$ cat config.mk
export PLATFORM = sky130hd
export DESIGN_NAME = qpu_exu
export DESIGN_NICKNAME = d
export VERILOG_FILES = /design/src/design/qpu_cfg_pkg.sv /design/src/design/qpu_isa_pkg.sv /design/src/design/qpu_event_queue.sv /design/src/design/qpu_event_trigger.sv /design/src/design/qpu_exu.sv /design/src/design/qpu_exu_alu.sv /design/src/design/qpu_exu_decode.sv /design/src/design/qpu_exu_regfile.sv
export SDC_FILE = /design/constraint.sdc
export NUM_CORES = 1
export LEC_CHECK = 0
export ABC_CLOCK_PERIOD_IN_PS = 8900
export CAP_MARGIN = 25
export CORE_MARGIN = 2
export CORE_UTILIZATION = 60
export CTS_CLUSTER_SIZE = 30
export DETAILED_ROUTE_END_ITERATION = 7
export DONT_BUFFER_PORTS = 1
export GPL_TIMING_DRIVEN = 0
export PLACE_DENSITY = 0.82
export SLEW_MARGIN = 0
export SYNTH_ARGS = -nofsm -noshare
export SYNTH_HDL_FRONTEND = slang
export SYNTH_SLANG_ARGS = --single-unit
$ cat constraint.sdc
create_clock -name clk -period 8.9 [get_ports clk]
set_input_delay 0.445 -clock clk [delete_from_list [all_inputs] [get_ports clk]]
set_output_delay 0.445 -clock clk [all_outputs]
set_load 0.05 [all_outputs]
$ cat src/design/qpu_cfg_pkg.sv
//////////////////////////////
// Datapath configuration
// Widths and default sizes of the registers, timer and event queue
//////////////////////////////

`default_nettype none

package qpu_cfg_pkg;

  // Classical datapath
  localparam int XLEN    = 32;  // Register width
  localparam int RF_NUM  = 16;  // Register count
  localparam int RFIDX_W = 4;

  //////////////////////////////
  // Timing side
  localparam int TIME_WIDTH      = 16;
  localparam int EVENT_NUM       = 4;   // Event channels
  localparam int EDATA_W         = 8;
  localparam int QUEUE_DEPTH_DEF = 8;   // Default event queue depth

  typedef logic [XLEN-1:0]       xlen_t;
  typedef logic [RFIDX_W-1:0]    rfidx_t;
  typedef logic [TIME_WIDTH-1:0] time_t;
  typedef logic [EVENT_NUM-1:0]  evmask_t;  // One bit per channel
  typedef logic [EDATA_W-1:0]    edata_t;

endpackage

`default_nettype wire

$ cat src/design/qpu_isa_pkg.sv
//////////////////////////////
// Instruction set
// Opcodes and the two views of an instruction word
//////////////////////////////

`default_nettype none

package qpu_isa_pkg;

  import qpu_cfg_pkg::*;

  typedef enum logic [3:0] {
    OP_NOP  = 4'd0,
    OP_ADD  = 4'd1,
    OP_SUB  = 4'd2,
    OP_ADDI = 4'd3,
    OP_QEVT = 4'd4,  // Advance time, queue event
    OP_QEVR = 4'd5   // Same, data from rs1
  } opcode_t;

  //////////////////////////////
  // Classical view
  typedef struct packed {
    opcode_t op;   // 31:28
    rfidx_t  rd;   // 27:24
    rfidx_t  rs1;  // 23:20
    rfidx_t  rs2;  // 19:16
    time_t   imm;  // 15:0
  } instr_cls_t;

  //////////////////////////////
  // Timing view
  typedef struct packed {
    opcode_t op;     // 31:28
    evmask_t mask;   // 27:24
    edata_t  edata;  // 23:16
    time_t   delta;  // 15:0
  } instr_tim_t;

  // QEVR needs both at once
  // rs1 from the classical side, mask and delta from the timing side
  typedef union packed {
    instr_cls_t cls;
    instr_tim_t tim;
  } instr_u;

endpackage

`default_nettype wire

$ cat src/design/qpu_event_queue.sv
//////////////////////////////
// Event queue
// Circular FIFO of timed events, sticky overflow
//////////////////////////////

`timescale 1ns/1ps
`default_nettype none

module qpu_event_queue
  import qpu_cfg_pkg::*;
#(
  parameter int QUEUE_DEPTH = QUEUE_DEPTH_DEF
) (
  input  logic    clk,
  input  logic    i_reset,
  input  logic    i_push,
  input  time_t   i_push_time,
  input  evmask_t i_push_mask,
  input  edata_t  i_push_data,
  input  logic    i_pop,
  output logic    o_head_valid,
  output time_t   o_head_time,
  output evmask_t o_head_mask,
  output edata_t  o_head_data,
  output logic    o_overflow
);

  localparam int PTR_W = (QUEUE_DEPTH > 1) ? $clog2(QUEUE_DEPTH) : 1;
  localparam int CNT_W = $clog2(QUEUE_DEPTH + 1);
  localparam logic [PTR_W-1:0] LAST = PTR_W'(QUEUE_DEPTH - 1);

  time_t   time_mem [QUEUE_DEPTH];
  evmask_t mask_mem [QUEUE_DEPTH];
  edata_t  data_mem [QUEUE_DEPTH];

  logic [PTR_W-1:0] wr_ptr_q;
  logic [PTR_W-1:0] rd_ptr_q;
  logic [CNT_W-1:0] count_q;
  logic             ovf_q;
  logic             full;
  logic             push_ok;
  logic             pop_ok;

  function automatic logic [PTR_W-1:0] ptr_inc(input logic [PTR_W-1:0] ptr);
    ptr_inc = (ptr == LAST) ? '0 : ptr + 1'b1;  // Wraps for any depth
  endfunction

  assign full    = (count_q == CNT_W'(QUEUE_DEPTH));
  assign push_ok = i_push & ~full;
  assign pop_ok  = i_pop & (count_q != '0);

  always_ff @(posedge clk) begin
    if (push_ok) begin
      time_mem[wr_ptr_q] <= i_push_time;
      mask_mem[wr_ptr_q] <= i_push_mask;
      data_mem[wr_ptr_q] <= i_push_data;
    end
  end

  //////////////////////////////
  // Pointers, count, overflow
  always_ff @(posedge clk) begin
    if (i_reset) begin
      wr_ptr_q <= '0;
      rd_ptr_q <= '0;
      count_q  <= '0;
      ovf_q    <= 1'b0;
    end else begin
      if (push_ok) wr_ptr_q <= ptr_inc(wr_ptr_q);
      if (pop_ok)  rd_ptr_q <= ptr_inc(rd_ptr_q);
      if (push_ok && !pop_ok) begin
        count_q <= count_q + 1'b1;
      end else if (pop_ok && !push_ok) begin
        count_q <= count_q - 1'b1;
      end
      if (i_push && full) ovf_q <= 1'b1;  // Dropped push
    end
  end

  assign o_head_valid = (count_q != '0);
  assign o_head_time  = time_mem[rd_ptr_q];
  assign o_head_mask  = mask_mem[rd_ptr_q];
  assign o_head_data  = data_mem[rd_ptr_q];
  assign o_overflow   = ovf_q;

  // Trigger only pops a valid head
  a_no_empty_pop: assert property (@(posedge clk) disable iff (i_reset) i_pop |-> count_q != '0);
  a_count_max: assert property (@(posedge clk) disable iff (i_reset)
    count_q <= CNT_W'(QUEUE_DEPTH));

endmodule

`default_nettype wire

$ cat src/design/qpu_event_trigger.sv
//////////////////////////////
// Event trigger
// Timer, release check and registered event outputs
//////////////////////////////

`timescale 1ns/1ps
`default_nettype none

module qpu_event_trigger
  import qpu_cfg_pkg::*;
(
  input  logic    clk,
  input  logic    i_reset,
  input  logic    i_trigger,
  input  logic    i_head_valid,
  input  time_t   i_head_time,
  input  evmask_t i_head_mask,
  input  edata_t  i_head_data,
  output logic    o_pop,
  output evmask_t o_event_valid,
  output edata_t  o_event_data
);

  localparam time_t TIMER_MAX = '1;

  logic    running_q;
  time_t   timer_q;
  logic    due;
  evmask_t ev_valid_q;
  edata_t  ev_data_q;

  // Trigger restarts from zero, timer saturates
  always_ff @(posedge clk) begin
    if (i_reset) begin
      running_q <= 1'b0;
      timer_q   <= '0;
    end else if (i_trigger) begin
      running_q <= 1'b1;
      timer_q   <= '0;
    end else if (running_q && (timer_q != TIMER_MAX)) begin
      timer_q <= timer_q + 1'b1;
    end
  end

  assign due   = running_q & i_head_valid & (timer_q >= i_head_time);
  assign o_pop = due;

  //////////////////////////////
  // Released event, one cycle
  always_ff @(posedge clk) begin
    if (i_reset) begin
      ev_valid_q <= '0;
    end else begin
      ev_valid_q <= due ? i_head_mask : '0;
    end
  end

  always_ff @(posedge clk) begin
    if (due) ev_data_q <= i_head_data;
  end

  assign o_event_valid = ev_valid_q;
  assign o_event_data  = ev_data_q;

  a_quiet_after_reset: assert property (@(posedge clk) i_reset |=> o_event_valid == '0);

endmodule

`default_nettype wire

$ cat src/design/qpu_exu.sv
//////////////////////////////
// Execute stage top
// Decode, register file, ALU, event queue and trigger
//////////////////////////////

`timescale 1ns/1ps
`default_nettype none

module qpu_exu
  import qpu_cfg_pkg::*;
  import qpu_isa_pkg::*;
#(
  parameter int QUEUE_DEPTH = QUEUE_DEPTH_DEF
) (
  input  logic    clk,
  input  logic    i_reset,
  input  logic    i_valid,
  input  instr_u  i_ir,
  input  logic    i_trigger,
  output evmask_t o_event_valid,
  output edata_t  o_event_data,
  output logic    o_overflow
);

  // Decode to ALU
  logic    dec_valid;
  opcode_t dec_op;
  rfidx_t  dec_rd;
  rfidx_t  dec_rs1;
  rfidx_t  dec_rs2;
  time_t   dec_imm;
  evmask_t dec_mask;
  edata_t  dec_edata;

  // Register file ports
  rfidx_t rf_rs1_idx;
  rfidx_t rf_rs2_idx;
  xlen_t  rf_rs1_data;
  xlen_t  rf_rs2_data;
  logic   rf_wr_en;
  rfidx_t rf_wr_idx;
  xlen_t  rf_wr_data;

  // Queue side
  logic    push;
  time_t   push_time;
  evmask_t push_mask;
  edata_t  push_data;
  logic    pop;
  logic    head_valid;
  time_t   head_time;
  evmask_t head_mask;
  edata_t  head_data;

  //////////////////////////////
  // Processing side
  qpu_exu_decode u_decode (
    .clk     (clk),
    .i_reset (i_reset),
    .i_valid (i_valid),
    .i_ir    (i_ir),
    .o_valid (dec_valid),
    .o_op    (dec_op),
    .o_rd    (dec_rd),
    .o_rs1   (dec_rs1),
    .o_rs2   (dec_rs2),
    .o_imm   (dec_imm),
    .o_mask  (dec_mask),
    .o_edata (dec_edata)
  );

  qpu_exu_regfile u_regfile (
    .clk        (clk),
    .i_reset    (i_reset),
    .i_rs1_idx  (rf_rs1_idx),
    .i_rs2_idx  (rf_rs2_idx),
    .o_rs1_data (rf_rs1_data),
    .o_rs2_data (rf_rs2_data),
    .i_wr_en    (rf_wr_en),
    .i_wr_idx   (rf_wr_idx),
    .i_wr_data  (rf_wr_data)
  );

  qpu_exu_alu u_alu (
    .clk         (clk),
    .i_reset     (i_reset),
    .i_valid     (dec_valid),
    .i_op        (dec_op),
    .i_rd        (dec_rd),
    .i_rs1       (dec_rs1),
    .i_rs2       (dec_rs2),
    .i_imm       (dec_imm),
    .i_mask      (dec_mask),
    .i_edata     (dec_edata),
    .i_rs1_data  (rf_rs1_data),
    .i_rs2_data  (rf_rs2_data),
    .o_rs1_idx   (rf_rs1_idx),
    .o_rs2_idx   (rf_rs2_idx),
    .o_wr_en     (rf_wr_en),
    .o_wr_idx    (rf_wr_idx),
    .o_wr_data   (rf_wr_data),
    .o_push      (push),
    .o_push_time (push_time),
    .o_push_mask (push_mask),
    .o_push_data (push_data)
  );

  //////////////////////////////
  // Output side
  qpu_event_queue #(
    .QUEUE_DEPTH (QUEUE_DEPTH)
  ) u_queue (
    .clk          (clk),
    .i_reset      (i_reset),
    .i_push       (push),
    .i_push_time  (push_time),
    .i_push_mask  (push_mask),
    .i_push_data  (push_data),
    .i_pop        (pop),
    .o_head_valid (head_valid),
    .o_head_time  (head_time),
    .o_head_mask  (head_mask),
    .o_head_data  (head_data),
    .o_overflow   (o_overflow)
  );

  qpu_event_trigger u_trigger (
    .clk           (clk),
    .i_reset       (i_reset),
    .i_trigger     (i_trigger),
    .i_head_valid  (head_valid),
    .i_head_time   (head_time),
    .i_head_mask   (head_mask),
    .i_head_data   (head_data),
    .o_pop         (pop),
    .o_event_valid (o_event_valid),
    .o_event_data  (o_event_data)
  );

endmodule

`default_nettype wire

$ cat src/design/qpu_exu_alu.sv
//////////////////////////////
// Execute stage
// Arithmetic, time register and event push
//////////////////////////////

`timescale 1ns/1ps
`default_nettype none

module qpu_exu_alu
  import qpu_cfg_pkg::*;
  import qpu_isa_pkg::*;
(
  input  logic    clk,
  input  logic    i_reset,
  input  logic    i_valid,
  input  opcode_t i_op,
  input  rfidx_t  i_rd,
  input  rfidx_t  i_rs1,
  input  rfidx_t  i_rs2,
  input  time_t   i_imm,
  input  evmask_t i_mask,
  input  edata_t  i_edata,
  input  xlen_t   i_rs1_data,
  input  xlen_t   i_rs2_data,
  output rfidx_t  o_rs1_idx,
  output rfidx_t  o_rs2_idx,
  output logic    o_wr_en,
  output rfidx_t  o_wr_idx,
  output xlen_t   o_wr_data,
  output logic    o_push,
  output time_t   o_push_time,
  output evmask_t o_push_mask,
  output edata_t  o_push_data
);

  time_t time_q;     // Accumulated event time
  time_t time_next;
  logic  is_arith;
  logic  is_event;
  xlen_t result;

  assign is_arith  = (i_op == OP_ADD) || (i_op == OP_SUB) || (i_op == OP_ADDI);
  assign is_event  = (i_op == OP_QEVT) || (i_op == OP_QEVR);
  assign time_next = time_q + i_imm;

  always_comb begin
    case (i_op)
      OP_ADD:  result = i_rs1_data + i_rs2_data;
      OP_SUB:  result = i_rs1_data - i_rs2_data;
      OP_ADDI: result = i_rs1_data + {{(XLEN-TIME_WIDTH){1'b0}}, i_imm};  // Zero-extended
      default: result = '0;
    endcase
  end

  always_ff @(posedge clk) begin
    if (i_reset) begin
      time_q <= '0;
    end else if (i_valid && is_event) begin
      time_q <= time_next;
    end
  end

  assign o_rs1_idx = i_rs1;
  assign o_rs2_idx = i_rs2;

  // Write lands at the end of this cycle
  assign o_wr_en   = i_valid & is_arith;
  assign o_wr_idx  = i_rd;
  assign o_wr_data = result;

  //////////////////////////////
  // Event push carries the new time
  assign o_push      = i_valid & is_event;
  assign o_push_time = time_next;
  assign o_push_mask = i_mask;
  assign o_push_data = (i_op == OP_QEVR) ? i_rs1_data[EDATA_W-1:0] : i_edata;

endmodule

`default_nettype wire

$ cat src/design/qpu_exu_decode.sv
//////////////////////////////
// Execute stage decode
// Registers the instruction and splits it into fields
//////////////////////////////

`timescale 1ns/1ps
`default_nettype none

module qpu_exu_decode
  import qpu_cfg_pkg::*;
  import qpu_isa_pkg::*;
(
  input  logic    clk,
  input  logic    i_reset,
  input  logic    i_valid,  // One-cycle strobe
  input  instr_u  i_ir,
  output logic    o_valid,
  output opcode_t o_op,
  output rfidx_t  o_rd,
  output rfidx_t  o_rs1,
  output rfidx_t  o_rs2,
  output time_t   o_imm,
  output evmask_t o_mask,
  output edata_t  o_edata
);

  logic   valid_q;
  instr_u ir_q;

  always_ff @(posedge clk) begin
    if (i_reset) begin
      valid_q <= 1'b0;
    end else begin
      valid_q <= i_valid;
    end
  end

  // Word only loads on a strobe
  always_ff @(posedge clk) begin
    if (i_valid) begin
      ir_q <= i_ir;
    end
  end

  always_comb begin
    case (ir_q.cls.op)
      OP_ADD, OP_SUB, OP_ADDI, OP_QEVT, OP_QEVR: o_op = ir_q.cls.op;
      default: o_op = OP_NOP;  // Unknown opcode
    endcase
  end

  assign o_valid = valid_q;
  assign o_rd    = ir_q.cls.rd;
  assign o_rs1   = ir_q.cls.rs1;
  assign o_rs2   = ir_q.cls.rs2;
  assign o_imm   = ir_q.cls.imm;    // Also the event delta
  assign o_mask  = ir_q.tim.mask;
  assign o_edata = ir_q.tim.edata;

  // Strobe must be clean once out of reset
  a_valid_known: assert property (@(posedge clk) disable iff (i_reset) !$isunknown(i_valid));

endmodule

`default_nettype wire

$ cat src/design/qpu_exu_regfile.sv
//////////////////////////////
// Classical register file
// Two combinational reads, one write, r0 hard zero
//////////////////////////////

`timescale 1ns/1ps
`default_nettype none

module qpu_exu_regfile
  import qpu_cfg_pkg::*;
(
  input  logic   clk,
  input  logic   i_reset,
  input  rfidx_t i_rs1_idx,
  input  rfidx_t i_rs2_idx,
  output xlen_t  o_rs1_data,
  output xlen_t  o_rs2_data,
  input  logic   i_wr_en,
  input  rfidx_t i_wr_idx,
  input  xlen_t  i_wr_data
);

  xlen_t rf_q [RF_NUM];

  always_ff @(posedge clk) begin
    if (i_reset) begin
      for (int i = 0; i < RF_NUM; i++) begin
        rf_q[i] <= '0;
      end
    end else if (i_wr_en && (i_wr_idx != '0)) begin
      rf_q[i_wr_idx] <= i_wr_data;  // r0 never written
    end
  end

  //////////////////////////////
  // Read ports
  assign o_rs1_data = (i_rs1_idx == '0) ? '0 : rf_q[i_rs1_idx];
  assign o_rs2_data = (i_rs2_idx == '0) ? '0 : rf_q[i_rs2_idx];

endmodule

`default_nettype wire

==> impl_results.md <==
* Post-DP HPWL at 32500 um
* Final setup vio count at 0
* Layout Skew at 0.0402 ns
* Post-Syn Area per Cell at 15.6 um2
* Slowest stage cell, crit path: buf_1
* Leakage Power at 7.69 nW
* Overflow after GRT at 0
* Total CTS buffers at 45
* CTS Root Cell: clkbuf_16
* # Max-Cap Violations at 0
* Status: finished clean
* Bufs on Longest Clock Path at 3
* Syn. warnings at 0
* Initial cell density of the core at 60.7%
* Critical Path End Type: flip-flop
* 1st-pass router iterations at 6
* CP max FO at 10
* Die area at 0.0353 mm2
* Layout Nets at 1493
* Final period util at 60.0%
* Total GRT Usage at 28.0%
* WP data required at 9.21 ns
* Peak supply drop at 167 uV
* DRC at 0
* Setup_tns at 0 ns
* Vias in the first global route at 12453
* Hold Path Class: input pin to flip-flop
* Fmax at 187 MHz
* Fin. Hold Viols at 0
* Top FF cell, synth: edfxtp_1
* Die Wd at 188 um
* Area leader, netlist: edfxtp_1
* Critical path cell sequence: buf_2, buf_1, mux2i_1, mux2i_1, nand2_1, ha_1, nor2_1, mux2i_1, o21ai_0, ha_1, a21oi_1, o21bai_1, a21oi_1, o21ai_0, xnor2_1, xnor2_2, buf_6, nor3_2
* Final min period at 5.34 ns
* Row Count at 67
* Power Density at 207 mW/mm2
* Yosys reg bits at 452
* Post-synth ARST share at 0%
* Startpoint types: flip-flop
* RSZ-0062 raised after global routing: no
* Clock latency on the worst-skew pair at 0.60 ns
* Sequential area share after synthesis at 63.9%
* Post-synthesis cell type count at 64
* Initial antenna violation count at 2
* First-pass GRT wire length at 73800 um
* Num ports at 49
* Util after Layout at 68.9%
* Via density at 6.51
* Top cells by area, synth: edfxtp_1 58%, mux4_2 14%, dfxtp_1 5.9%
* Slew Viols, Final at 0
* Postcts setup bufs at 0
* DR iter-0 viols at 1529
* Delay of the slowest critical-path stage at 0.64 ns
* H-tree depth at 2
* WL per Instance at 25.6 um
* Slew headroom at 20.1%
* Post-Syn Instances at 1297
* CP arrival at 5.65 ns
* Die height at 188 um
* Most used cell, CP: mux2i_1
* Worst-margin pin slew at 1.19 ns
* CTS clk-pin slew, worst paths at 0.07 ns
* CTS tree: done
* Synth top cells by count: 392 x edfxtp_1, 154 x nor2_1, 123 x mux4_2
* Layout area overhead at 13.6%
* Synth top area share at 58.0%
* Number of flops mapped to enable cells by yosys at 392
* Top-count cell post-synth: edfxtp_1
* Final Wtd Congestion at 0.954
* Crit Path Category: flip-flop to flip-flop
* Routed Antenna Nets at 0
* Largest net degree at the start of global routing at 33
* CTS Sinks at 452
* Vias at 12322
* Port bufs at 0
* Synth Cell Area at 0.0203 mm2
* Layout cells sized above 1 at 18.8%
* Core ar. at 0.0334 mm2
* Final wirelength at 48400 um
flip-flops by register name, summed over array words and instances, names as in the netlist, 4 cells and up, named ones only:
signal,count
u_trigger.o_event_data,8
u_queue.data_mem,64
u_trigger.timer_q,16
u_queue.count_q,4
u_decode.ir_q,32
u_regfile.rf_q,128
u_alu.time_q,16
u_trigger.o_event_valid,4
u_queue.mask_mem,32
u_queue.time_mem,128
layer usage:
| metal | global-route usage, % | vias up | wire, um |
|---|---|---|---|
| met5 | 0 | - | 13 |
| met4 | 12.0 | 2 | 1900 |
| met2 | 46.0 | 758 | 23900 |
| met3 | 6.06 | 142 | 4450 |
| li1 | - | 5281 | - |
| met1 | 36.6 | 6139 | 18100 |
repair_timing:
action,4_1_cts,5_1_grt
endpoints found under the hold margin,73,0
gates resized for setup,0,0
hold buffers,34,0
setup endpoints to repair,0,0
worst max-delay path, delay by kind of cell, from the launching register on:
kind	cells	cell delay (ns)
xor gates and xnor gates	2	0.58
DFF	1	0.45
adders and majority gates	2	0.65
and+or+nand+nor	3	0.33
buffers and inverters	3	1.19
AOI/OAI and AO/OA	5	1.17
muxes	3	0.69
cell usage in the layout (no fill, tap or decap), types with 15 or more instances in the layout:
cell,instances
nand2_1,96
mux2_2,24
mux2i_1,27
edfxtp_1,392
dlygate4sd3_1,33
dfxtp_1,60
ha_1,47
inv_1,15
nor2_1,151
xnor2_1,17
clkbuf_16,45
clkbuf_1,59
mux4_2,123
a21oi_1,45
nor3_1,17
o21ai_0,25
xor2_1,15
cells by family (layout without fill, tap and decap cells):
kind of cell | count (synthesis) | in the layout | share of synthesized area [%]
flip-flops | 452 | 452 | 63.9
AND/OR/NAND/NOR | 362 | 362 | 8.18
multiplexers | 181 | 181 | 17.2
AO/OA/AOI/OAI | 134 | 134 | 4.16
buffers and inverters | 84 | 224 | 1.84
adder cells (fa/ha/maj) | 50 | 50 | 3.19
XOR/XNOR | 33 | 33 | 1.46
other | 1 | 10 | 0.0185
metrics by stage:
step                power, mW  worst slack [ns]  instances  instance area [um2]  hold WS (ns)
floorplan                2.75              4.34       1304                20300         0.440
global placement         2.87              1.32       1752                20900         0.447
detailed placement       2.88              3.50       1771                21200         0.458
CTS                      4.78              3.44       1889                23000         0.188
global route             4.90              3.29       1893                23100         0.196
finish                   4.78              3.56       1894                23100         0.196
path summary, 6_finish.rpt:
check	from	slack (ns)	end	depth (start not counted)
worst max-delay path	flip-flop	3.56	u_regfile.rf_q[11][7]	18
worst min-delay path	i_valid	0.20	u_decode.ir_q[4]	1
worst max register to register	flip-flop	3.56	u_regfile.rf_q[11][7]	18
worst min register to register	u_alu.time_q[0]	0.47	u_alu.time_q[0]	2
layout make-up:
type | instances | area (um2)
antenna | 2 | 5.00
clock inverter | 27 | 292
tap | 448 | 561
sequential | 452 | 13000
fill | 2119 | 10400
timing repair buffer | 56 | 647
clock buffer | 57 | 1180
multi-input combinational | 768 | 7020
buffer | 69 | 317
inverter | 15 | 56.3
power breakdown:
group          switching [mW]  leakage [nW]  internal, mW
combinational           0.288          2.77         0.187
sequential             0.0341          4.20          2.36
clock                   0.835         0.714          1.07
Note: power is estimated with default switching activity, not from simulation.
